===== config.mk =====
export PLATFORM = sky130hd
export DESIGN_NAME = lsq
export DESIGN_NICKNAME = d
export VERILOG_FILES = /design/src/hw/lsq_pkg.sv /design/src/hw/forward_if.sv /design/src/hw/queue_ptrs.sv /design/src/hw/store_forward.sv /design/src/hw/store_queue.sv /design/src/hw/load_queue.sv /design/src/hw/lsq.sv
export SDC_FILE = /design/constraint.sdc
export NUM_CORES = 2
export LEC_CHECK = 0
export BUFFER_PORTS_ARGS = -buffer_cell sky130_fd_sc_hd__buf_2
export CAP_MARGIN = 20
export CORE_MARGIN = 1
export CORE_UTILIZATION = 36
export CTS_BUF_LIST = sky130_fd_sc_hd__clkbuf_4 sky130_fd_sc_hd__clkbuf_8 sky130_fd_sc_hd__clkbuf_16
export CTS_CLUSTER_DIAMETER = 100
export DETAILED_ROUTE_END_ITERATION = 8
export GPL_ROUTABILITY_DRIVEN = 0
export GPL_TIMING_DRIVEN = 1
export SKIP_CTS_REPAIR_TIMING = 1
export SKIP_LAST_GASP = 1
export SLEW_MARGIN = 20
export SYNTH_ARGS = -nofsm -noshare
export SYNTH_HDL_FRONTEND = slang
export SYNTH_SLANG_ARGS = --single-unit

===== constraint.sdc =====
create_clock -name clock -period 9.45 [get_ports clock]
set_clock_uncertainty 0.1 [all_clocks]
set_input_delay 0 -clock clock [delete_from_list [all_inputs] [get_ports clock]]
set_output_delay 0 -clock clock [all_outputs]
set_load 0.01 [all_outputs]

===== src/hw/lsq_pkg.sv =====
`default_nettype none

package lsq_pkg;

  // Entries in each of the two queues
  localparam int LSQ_DEPTH = 8;
  localparam int IDX_W     = $clog2(LSQ_DEPTH);

  // Word addresses and data words
  localparam int ADDR_W = 16;
  localparam int DATA_W = 32;

  // Slot within a queue
  typedef logic [IDX_W-1:0] idx_t;

  // Slot plus wrap bit, for full/empty and age distance
  typedef logic [IDX_W:0] ptr_t;

  typedef logic [ADDR_W-1:0] addr_t;
  typedef logic [DATA_W-1:0] data_t;

endpackage

`default_nettype wire


===== src/hw/forward_if.sv =====
`timescale 1ns/1ns
`default_nettype none

interface forward_if import lsq_pkg::*; ();

  // Load side request
  addr_t req_addr;
  ptr_t  req_limit;

  // Store side answer, same cycle
  logic  hit;
  data_t data;

  modport requester (
    output req_addr,
    output req_limit,
    input  hit,
    input  data
  );

  modport responder (
    input  req_addr,
    input  req_limit,
    output hit,
    output data
  );

endinterface

`default_nettype wire


===== src/hw/queue_ptrs.sv =====
`timescale 1ns/1ns
`default_nettype none

module queue_ptrs import lsq_pkg::*; (
  input  logic clock,
  input  logic reset,
  input  logic alloc,
  input  logic dealloc,
  output ptr_t head,
  output ptr_t tail,
  output logic full,
  output logic empty
);

  idx_t head_idx;
  idx_t tail_idx;

  assign head_idx = head[IDX_W-1:0];
  assign tail_idx = tail[IDX_W-1:0];

  // Same slot, opposite lap means every entry is taken
  assign full  = (head_idx == tail_idx) && (head[IDX_W] != tail[IDX_W]);
  assign empty = (head == tail);

  always_ff @(posedge clock) begin
    if (reset) begin
      head <= '0;
      tail <= '0;
    end else begin
      if (alloc) begin
        tail <= tail + ptr_t'(1);
      end
      if (dealloc) begin
        head <= head + ptr_t'(1);
      end
    end
  end

endmodule

`default_nettype wire


===== src/hw/store_forward.sv =====
`timescale 1ns/1ns
`default_nettype none

module store_forward import lsq_pkg::*; (
  input  ptr_t  head,
  input  ptr_t  limit,
  input  addr_t entry_addr [LSQ_DEPTH],
  input  data_t entry_data [LSQ_DEPTH],
  input  logic  entry_done [LSQ_DEPTH],
  input  addr_t addr,
  output logic  hit,
  output data_t data
);

  ptr_t older;
  ptr_t span;

  // Stores between head and the load's snapshot are older than the load
  assign older = limit - head;

  // Head already past the snapshot, so every older store has committed
  assign span = (older > ptr_t'(LSQ_DEPTH)) ? '0 : older;

  // Walk from the youngest older store back toward head
  always_comb begin
    idx_t slot;
    hit  = 1'b0;
    data = '0;
    for (int k = 0; k < LSQ_DEPTH; k++) begin
      slot = limit[IDX_W-1:0] - idx_t'(k + 1);
      if (!hit && (ptr_t'(k) < span) && entry_done[slot] &&
          (entry_addr[slot] == addr)) begin
        hit  = 1'b1;
        data = entry_data[slot];
      end
    end
  end

endmodule

`default_nettype wire


===== src/hw/store_queue.sv =====
`timescale 1ns/1ns
`default_nettype none

module store_queue import lsq_pkg::*; (
  input  logic         clock,
  input  logic         reset,
  input  logic         alloc,
  input  logic         st_exec_valid,
  input  idx_t         st_exec_idx,
  input  addr_t        st_exec_addr,
  input  data_t        st_exec_data,
  input  logic         retire_store,
  output logic         full,
  output ptr_t         sq_tail,
  output logic         mem_wr_en,
  output addr_t        mem_wr_addr,
  output data_t        mem_wr_data,
  forward_if.responder fwd
);

  addr_t st_addr [LSQ_DEPTH];
  data_t st_data [LSQ_DEPTH];
  logic  st_done [LSQ_DEPTH];

  ptr_t  head;
  logic  empty;
  logic  head_release;
  idx_t  head_idx;
  idx_t  tail_idx;

  assign head_idx = head[IDX_W-1:0];
  assign tail_idx = sq_tail[IDX_W-1:0];

  assign head_release = retire_store & ~empty;

  queue_ptrs u_ptrs (
    .clock   (clock),
    .reset   (reset),
    .alloc   (alloc),
    .dealloc (head_release),
    .head    (head),
    .tail    (sq_tail),
    .full    (full),
    .empty   (empty)
  );

  // Executed flags
  always_ff @(posedge clock) begin
    if (reset) begin
      for (int i = 0; i < LSQ_DEPTH; i++) begin
        st_done[i] <= 1'b0;
      end
    end else begin
      if (alloc) begin
        st_done[tail_idx] <= 1'b0;
      end
      if (st_exec_valid) begin
        st_done[st_exec_idx] <= 1'b1;
      end
    end
  end

  // Address and data fill at execute
  always_ff @(posedge clock) begin
    if (st_exec_valid) begin
      st_addr[st_exec_idx] <= st_exec_addr;
      st_data[st_exec_idx] <= st_exec_data;
    end
  end

  // Oldest store goes to memory on commit
  assign mem_wr_en   = head_release;
  assign mem_wr_addr = st_addr[head_idx];
  assign mem_wr_data = st_data[head_idx];

  store_forward u_fwd (
    .head       (head),
    .limit      (fwd.req_limit),
    .entry_addr (st_addr),
    .entry_data (st_data),
    .entry_done (st_done),
    .addr       (fwd.req_addr),
    .hit        (fwd.hit),
    .data       (fwd.data)
  );

endmodule

`default_nettype wire


===== src/hw/load_queue.sv =====
`timescale 1ns/1ns
`default_nettype none

module load_queue import lsq_pkg::*; (
  input  logic         clock,
  input  logic         reset,
  input  logic         alloc,
  input  ptr_t         sq_tail,
  input  logic         ld_exec_valid,
  input  idx_t         ld_exec_idx,
  input  addr_t        ld_exec_addr,
  input  data_t        mem_rd_data,
  input  logic         retire_load,
  output logic         full,
  output ptr_t         lq_tail,
  output logic         mem_rd_en,
  output addr_t        mem_rd_addr,
  output logic         ld_done_valid,
  output idx_t         ld_done_idx,
  output data_t        ld_done_data,
  output logic         ld_done_forwarded,
  forward_if.requester fwd
);

  // Store queue tail seen at dispatch, marks where younger stores begin
  ptr_t  lq_snap [LSQ_DEPTH];
  logic  lq_done [LSQ_DEPTH];

  ptr_t  head;
  logic  empty;
  logic  head_release;
  idx_t  head_idx;
  idx_t  tail_idx;

  assign head_idx = head[IDX_W-1:0];
  assign tail_idx = lq_tail[IDX_W-1:0];

  // Head leaves only once its result has been produced
  assign head_release = retire_load & ~empty & lq_done[head_idx];

  queue_ptrs u_ptrs (
    .clock   (clock),
    .reset   (reset),
    .alloc   (alloc),
    .dealloc (head_release),
    .head    (head),
    .tail    (lq_tail),
    .full    (full),
    .empty   (empty)
  );

  always_ff @(posedge clock) begin
    if (alloc) begin
      lq_snap[tail_idx] <= sq_tail;
    end
  end

  // Forward request to the store queue
  assign fwd.req_addr  = ld_exec_addr;
  assign fwd.req_limit = lq_snap[ld_exec_idx];

  // Memory only on a forward miss
  assign mem_rd_en   = ld_exec_valid & ~fwd.hit;
  assign mem_rd_addr = ld_exec_addr;

  always_ff @(posedge clock) begin
    if (reset) begin
      ld_done_valid <= 1'b0;
      for (int i = 0; i < LSQ_DEPTH; i++) begin
        lq_done[i] <= 1'b0;
      end
    end else begin
      ld_done_valid <= ld_exec_valid;
      if (alloc) begin
        lq_done[tail_idx] <= 1'b0;
      end
      if (ld_exec_valid) begin
        lq_done[ld_exec_idx] <= 1'b1;
      end
    end
  end

  // Result register, one cycle after execute
  always_ff @(posedge clock) begin
    if (ld_exec_valid) begin
      ld_done_idx       <= ld_exec_idx;
      ld_done_data      <= fwd.hit ? fwd.data : mem_rd_data;
      ld_done_forwarded <= fwd.hit;
    end
  end

endmodule

`default_nettype wire


===== src/hw/lsq.sv =====
`timescale 1ns/1ns
`default_nettype none

module lsq import lsq_pkg::*; (
  input  logic  clock,
  input  logic  reset,

  input  logic  dispatch_valid,
  input  logic  dispatch_is_store,
  output logic  dispatch_ready,
  output idx_t  dispatch_idx,

  input  logic  st_exec_valid,
  input  idx_t  st_exec_idx,
  input  addr_t st_exec_addr,
  input  data_t st_exec_data,

  input  logic  ld_exec_valid,
  input  idx_t  ld_exec_idx,
  input  addr_t ld_exec_addr,

  output logic  ld_done_valid,
  output idx_t  ld_done_idx,
  output data_t ld_done_data,
  output logic  ld_done_forwarded,

  output logic  mem_rd_en,
  output addr_t mem_rd_addr,
  input  data_t mem_rd_data,

  output logic  mem_wr_en,
  output addr_t mem_wr_addr,
  output data_t mem_wr_data,

  input  logic  retire_store,
  input  logic  retire_load
);

  logic sq_full;
  logic lq_full;
  logic sq_alloc;
  logic lq_alloc;
  ptr_t sq_tail;
  ptr_t lq_tail;

  forward_if fwd_bus ();

  // Either queue full holds off all dispatch
  assign dispatch_ready = ~(sq_full | lq_full);

  assign sq_alloc = dispatch_valid & dispatch_ready & dispatch_is_store;
  assign lq_alloc = dispatch_valid & dispatch_ready & ~dispatch_is_store;

  assign dispatch_idx = dispatch_is_store ? sq_tail[IDX_W-1:0] : lq_tail[IDX_W-1:0];

  store_queue u_sq (
    .clock         (clock),
    .reset         (reset),
    .alloc         (sq_alloc),
    .st_exec_valid (st_exec_valid),
    .st_exec_idx   (st_exec_idx),
    .st_exec_addr  (st_exec_addr),
    .st_exec_data  (st_exec_data),
    .retire_store  (retire_store),
    .full          (sq_full),
    .sq_tail       (sq_tail),
    .mem_wr_en     (mem_wr_en),
    .mem_wr_addr   (mem_wr_addr),
    .mem_wr_data   (mem_wr_data),
    .fwd           (fwd_bus.responder)
  );

  load_queue u_lq (
    .clock             (clock),
    .reset             (reset),
    .alloc             (lq_alloc),
    .sq_tail           (sq_tail),
    .ld_exec_valid     (ld_exec_valid),
    .ld_exec_idx       (ld_exec_idx),
    .ld_exec_addr      (ld_exec_addr),
    .mem_rd_data       (mem_rd_data),
    .retire_load       (retire_load),
    .full              (lq_full),
    .lq_tail           (lq_tail),
    .mem_rd_en         (mem_rd_en),
    .mem_rd_addr       (mem_rd_addr),
    .ld_done_valid     (ld_done_valid),
    .ld_done_idx       (ld_done_idx),
    .ld_done_data      (ld_done_data),
    .ld_done_forwarded (ld_done_forwarded),
    .fwd               (fwd_bus.requester)
  );

endmodule

`default_nettype wire


==> flow_metrics.env <==
export IMPL_outcome="complete, no violations"
export IMPL_drc=0
export IMPL_crit_fanout=37
export IMPL_grt_pass1_wl_um=208000
export IMPL_die_h_um=330
export IMPL_cts_root_buf="clkbuf_16"
export IMPL_avgRoutedWirePerCell_um=26.1
export IMPL_slew_limit_headroom_pct=22.4
export IMPL_viasPerCell=6.21
export IMPL_dpl_worst_slack_ns=1.76
export IMPL_rows=120
export IMPL_synth_top_area_share_pct=35.0
export IMPL_synth_xor_area_share_pct=3.02
export IMPL_tns_ns=0
export IMPL_synth_net_count=4017
export IMPL_first_global_vias=31600
export IMPL_cts_tree="yes"
export IMPL_routed_wl_um=142000
export IMPL_clkTransAtPathRegs_ns=0.06
export IMPL_yosysSeqAreaShare_pct=36.8
export IMPL_synthCells=3897
export IMPL_synth_area_per_cell_um2=9.96
export IMPL_grt_use_met1_pct=33.7
export IMPL_final_cell_mix="739 x nand2_1, 733 x mux2i_1, 452 x edfxtp_1"
export IMPL_synthArstFlopShare_pct=0
export IMPL_dieArea_um2=109000
export IMPL_synth_top_family_by_area="multiplexers"
export IMPL_reg2regPathDepth=19
export IMPL_grt_max_degree=158
export IMPL_reg2reg_slack_ns=1.55
export IMPL_ys_ff_latch=488
export IMPL_maxCapViolCount=0
export IMPL_drive_gt1_share_pct=14.3
export IMPL_synth_edf_count=452
export IMPL_layout_nets=4095
export IMPL_synth_fa_ha_area_share_pct=0.342
export IMPL_core_um2=107000
export IMPL_routed_via_count=33700
export IMPL_p_per_area_nw_per_um2=158
export IMPL_r2r_start="u_lq.lq_snap[0][1]$_DFFE_PP_"
export IMPL_yosys_warnings=0
export IMPL_muxShareOfSynthArea_pct=26.7
export IMPL_min_period_over_period_pct=85.7
export IMPL_io_pins=217
export IMPL_worst_pin_slew_ns=1.13
export IMPL_clock_sinks=488
export IMPL_final_common_cell="nand2_1"
export IMPL_fin_cells=5424
export IMPL_grtUsageMet2_pct=39.6
export IMPL_io_buffers=216
export IMPL_die_w_um=330
export IMPL_clk_latency_ns=0.67
export IMPL_setup_viol=0
export IMPL_ys_flop_type="edfxtp_1"
export IMPL_first_pass_iters=8
export IMPL_dp_hpwl_um=92600
export IMPL_htree_levels=2
export IMPL_reg2reg_to="u_lq.ld_done_data[28]$_DFFE_PP_"
export IMPL_start_util_pct=36.3
export IMPL_rsz0062_at_grt="no"
export IMPL_gr_total_overflow=0
export IMPL_syn_area_um2=38800
export IMPL_cts_buffers=52
export IMPL_fin_ws_ns=1.35
export IMPL_busiest_layer="met2"
export IMPL_hold_viol=0
export IMPL_synth_cell_types=98
export IMPL_arrival_ns=8.00
export IMPL_place_inst=5223
export IMPL_cts_buffer_depth=3
export IMPL_critPathRequiredTime_ns=9.35
export IMPL_finalCriticalPeriod_ns=8.10
export IMPL_antenna_left=0
export IMPL_critical_path_class="register to primary output"
export IMPL_fmax_mhz=124
export IMPL_drv_slew=0
export IMPL_grt_usage_pct=25.3
export IMPL_grt_util_met3_pct=4.80
export IMPL_hp_class="input port to register"
export IMPL_ir_worst_vdd_uv=131
export IMPL_synthSimpleGateAreaFrac_pct=15.2
export IMPL_yosysTopAreaCell="edfxtp_1"
export IMPL_antenna_found_initial=10
export IMPL_critPathLaunch="u_lq.lq_snap[0][1]$_DFFE_PP_"
export IMPL_critPathCaptureType="primary output"
export IMPL_drtIter0Drc=3839
export IMPL_synth_compound_area_share_pct=13.2
export IMPL_synth_area_leaders="edfxtp_1 35%, mux2i_1 19%, mux4_2 7.2%"
export IMPL_timing_critical_path_to="mem_rd_en"
export IMPL_startpoint_type="register"
export IMPL_leakage_nw=17.1
export IMPL_synthToLayoutAreaGrowth_pct=12.0
## power by group
group | internal [mW] | total, mW | switching, mW
Clock | 1.20 | 2.13 | 0.926
Combinational | 0.835 | 2.19 | 1.35
Sequential | 2.44 | 2.54 | 0.102
Total | 4.48 | 6.86 | 2.38
## synthesized netlist by cell type (all sizes together) (16+ instances only)
library cell / number
edfxtp: 452
o22ai: 16
a22oi: 37
inv: 45
nor2b: 26
and2: 23
a211oi: 122
mux4: 124
nor3: 46
a31oi: 32
a221oi: 30
nand4: 17
nor2: 61
o22a: 16
a211o: 27
mux2i: 735
o211ai: 28
nand2: 741
nand3b: 23
o21ai: 91
dfxtp: 36
a22o: 22
nor4: 30
clkbuf: 173
a21o: 18
a21oi: 164
and3: 92
mux2: 17
nand3: 115
buf: 188
xnor2: 96
xor2: 38
a2111oi: 32
## layout make-up
| cell class | instances | area, um2 |
|---|---|---|
| antenna | 6 | 15.0 |
| clock buffer | 64 | 1410 |
| clock inverter | 30 | 339 |
| fill | 10400 | 63500 |
| inverter | 46 | 205 |
| multi-input combinational | 3002 | 22800 |
| sequential | 488 | 14300 |
| tap | 1403 | 1760 |
| timing repair buffer | 385 | 2650 |
## worst min path at each step
| stage | start | endpoint | slack, ns | cells after the start |
|---|---|---|---|---|
| floorplan | ld_exec_addr[0] | mem_rd_addr[0] | -0.008 | 1 |
| global placement | st_exec_data[9] | u_sq.st_data[201]$_DFFE_PP_ | 0.17 | 1 |
| detailed placement | st_exec_data[11] | u_sq.st_data[11]$_DFFE_PP_ | 0.18 | 1 |
| CTS | st_exec_data[31] | u_sq.st_data[223]$_DFFE_PP_ | -0.53 | 1 |
| global route | st_exec_data[14] | u_sq.st_data[206]$_DFFE_PP_ | 0.07 | 2 |
| finish | st_exec_addr[9] | u_sq.st_addr[105]$_DFFE_PP_ | 0.07 | 2 |
## worst max-delay path, cell delays in order, from the launching register on
cell and delay [ns]:
edfxtp_1 0.31, or3b_2 0.43, a21oi_1 0.25, a211oi_4 0.10, inv_6 0.34, ha_1 0.80, inv_1 0.13, buf_4 0.25
a21oi_2 0.44, buf_4 0.30, o221ai_1 0.14, a22oi_1 0.26, xnor2_1 0.15, a2111oi_0 0.97, o2111ai_1 0.40, nor4_4 0.67
nand4bb_1 0.60, nor4b_4 0.10, buf_4 0.27, and2_1 0.22, buf_2 0.14
## metal layers
layer | routed length [um] | share of wire, %
met1 | 57900 | 41
met2 | 63900 | 45
met3 | 12900 | 9.1
met4 | 6950 | 4.9
met5 | 57 | 0.040
## sequential cells by signal, indices dropped and copies added, names as in the netlist, named ones only
register and cells:
u_lq.ld_done_data 32, u_lq.ld_done_forwarded 1, u_lq.ld_done_idx 3, u_lq.ld_done_valid 1
u_lq.lq_done 8, u_lq.lq_snap 32, u_lq.u_ptrs.head 4, u_lq.u_ptrs.tail 4
u_sq.st_addr 128, u_sq.st_data 256, u_sq.st_done 8, u_sq.u_ptrs.head 4
u_sq.u_ptrs.tail 4
## cell families after synthesis
group / count (synthesis)
AOI/OAI and AO/OA: 727
xor gates and xnor gates: 134
adders and majority gates: 10
buffers and inverters: 407
DFF: 488
muxes: 876
and+or+nand+nor: 1255
## per-stage QoR
stage	instance area [um2]	power (mW)	utilization, %	hold WS, ns
after CTS	42400	6.81	39.7	-0.530
final	43400	6.86	40.6	0.0661
after global routing	43400	7.12	40.6	0.0703
after floorplan	38800	4.06	-	-0.00823
after global placement	40700	4.67	38.0	0.170
after detailed placement	40700	4.69	38.0	0.177
Power figures use the tool's default switching activity.
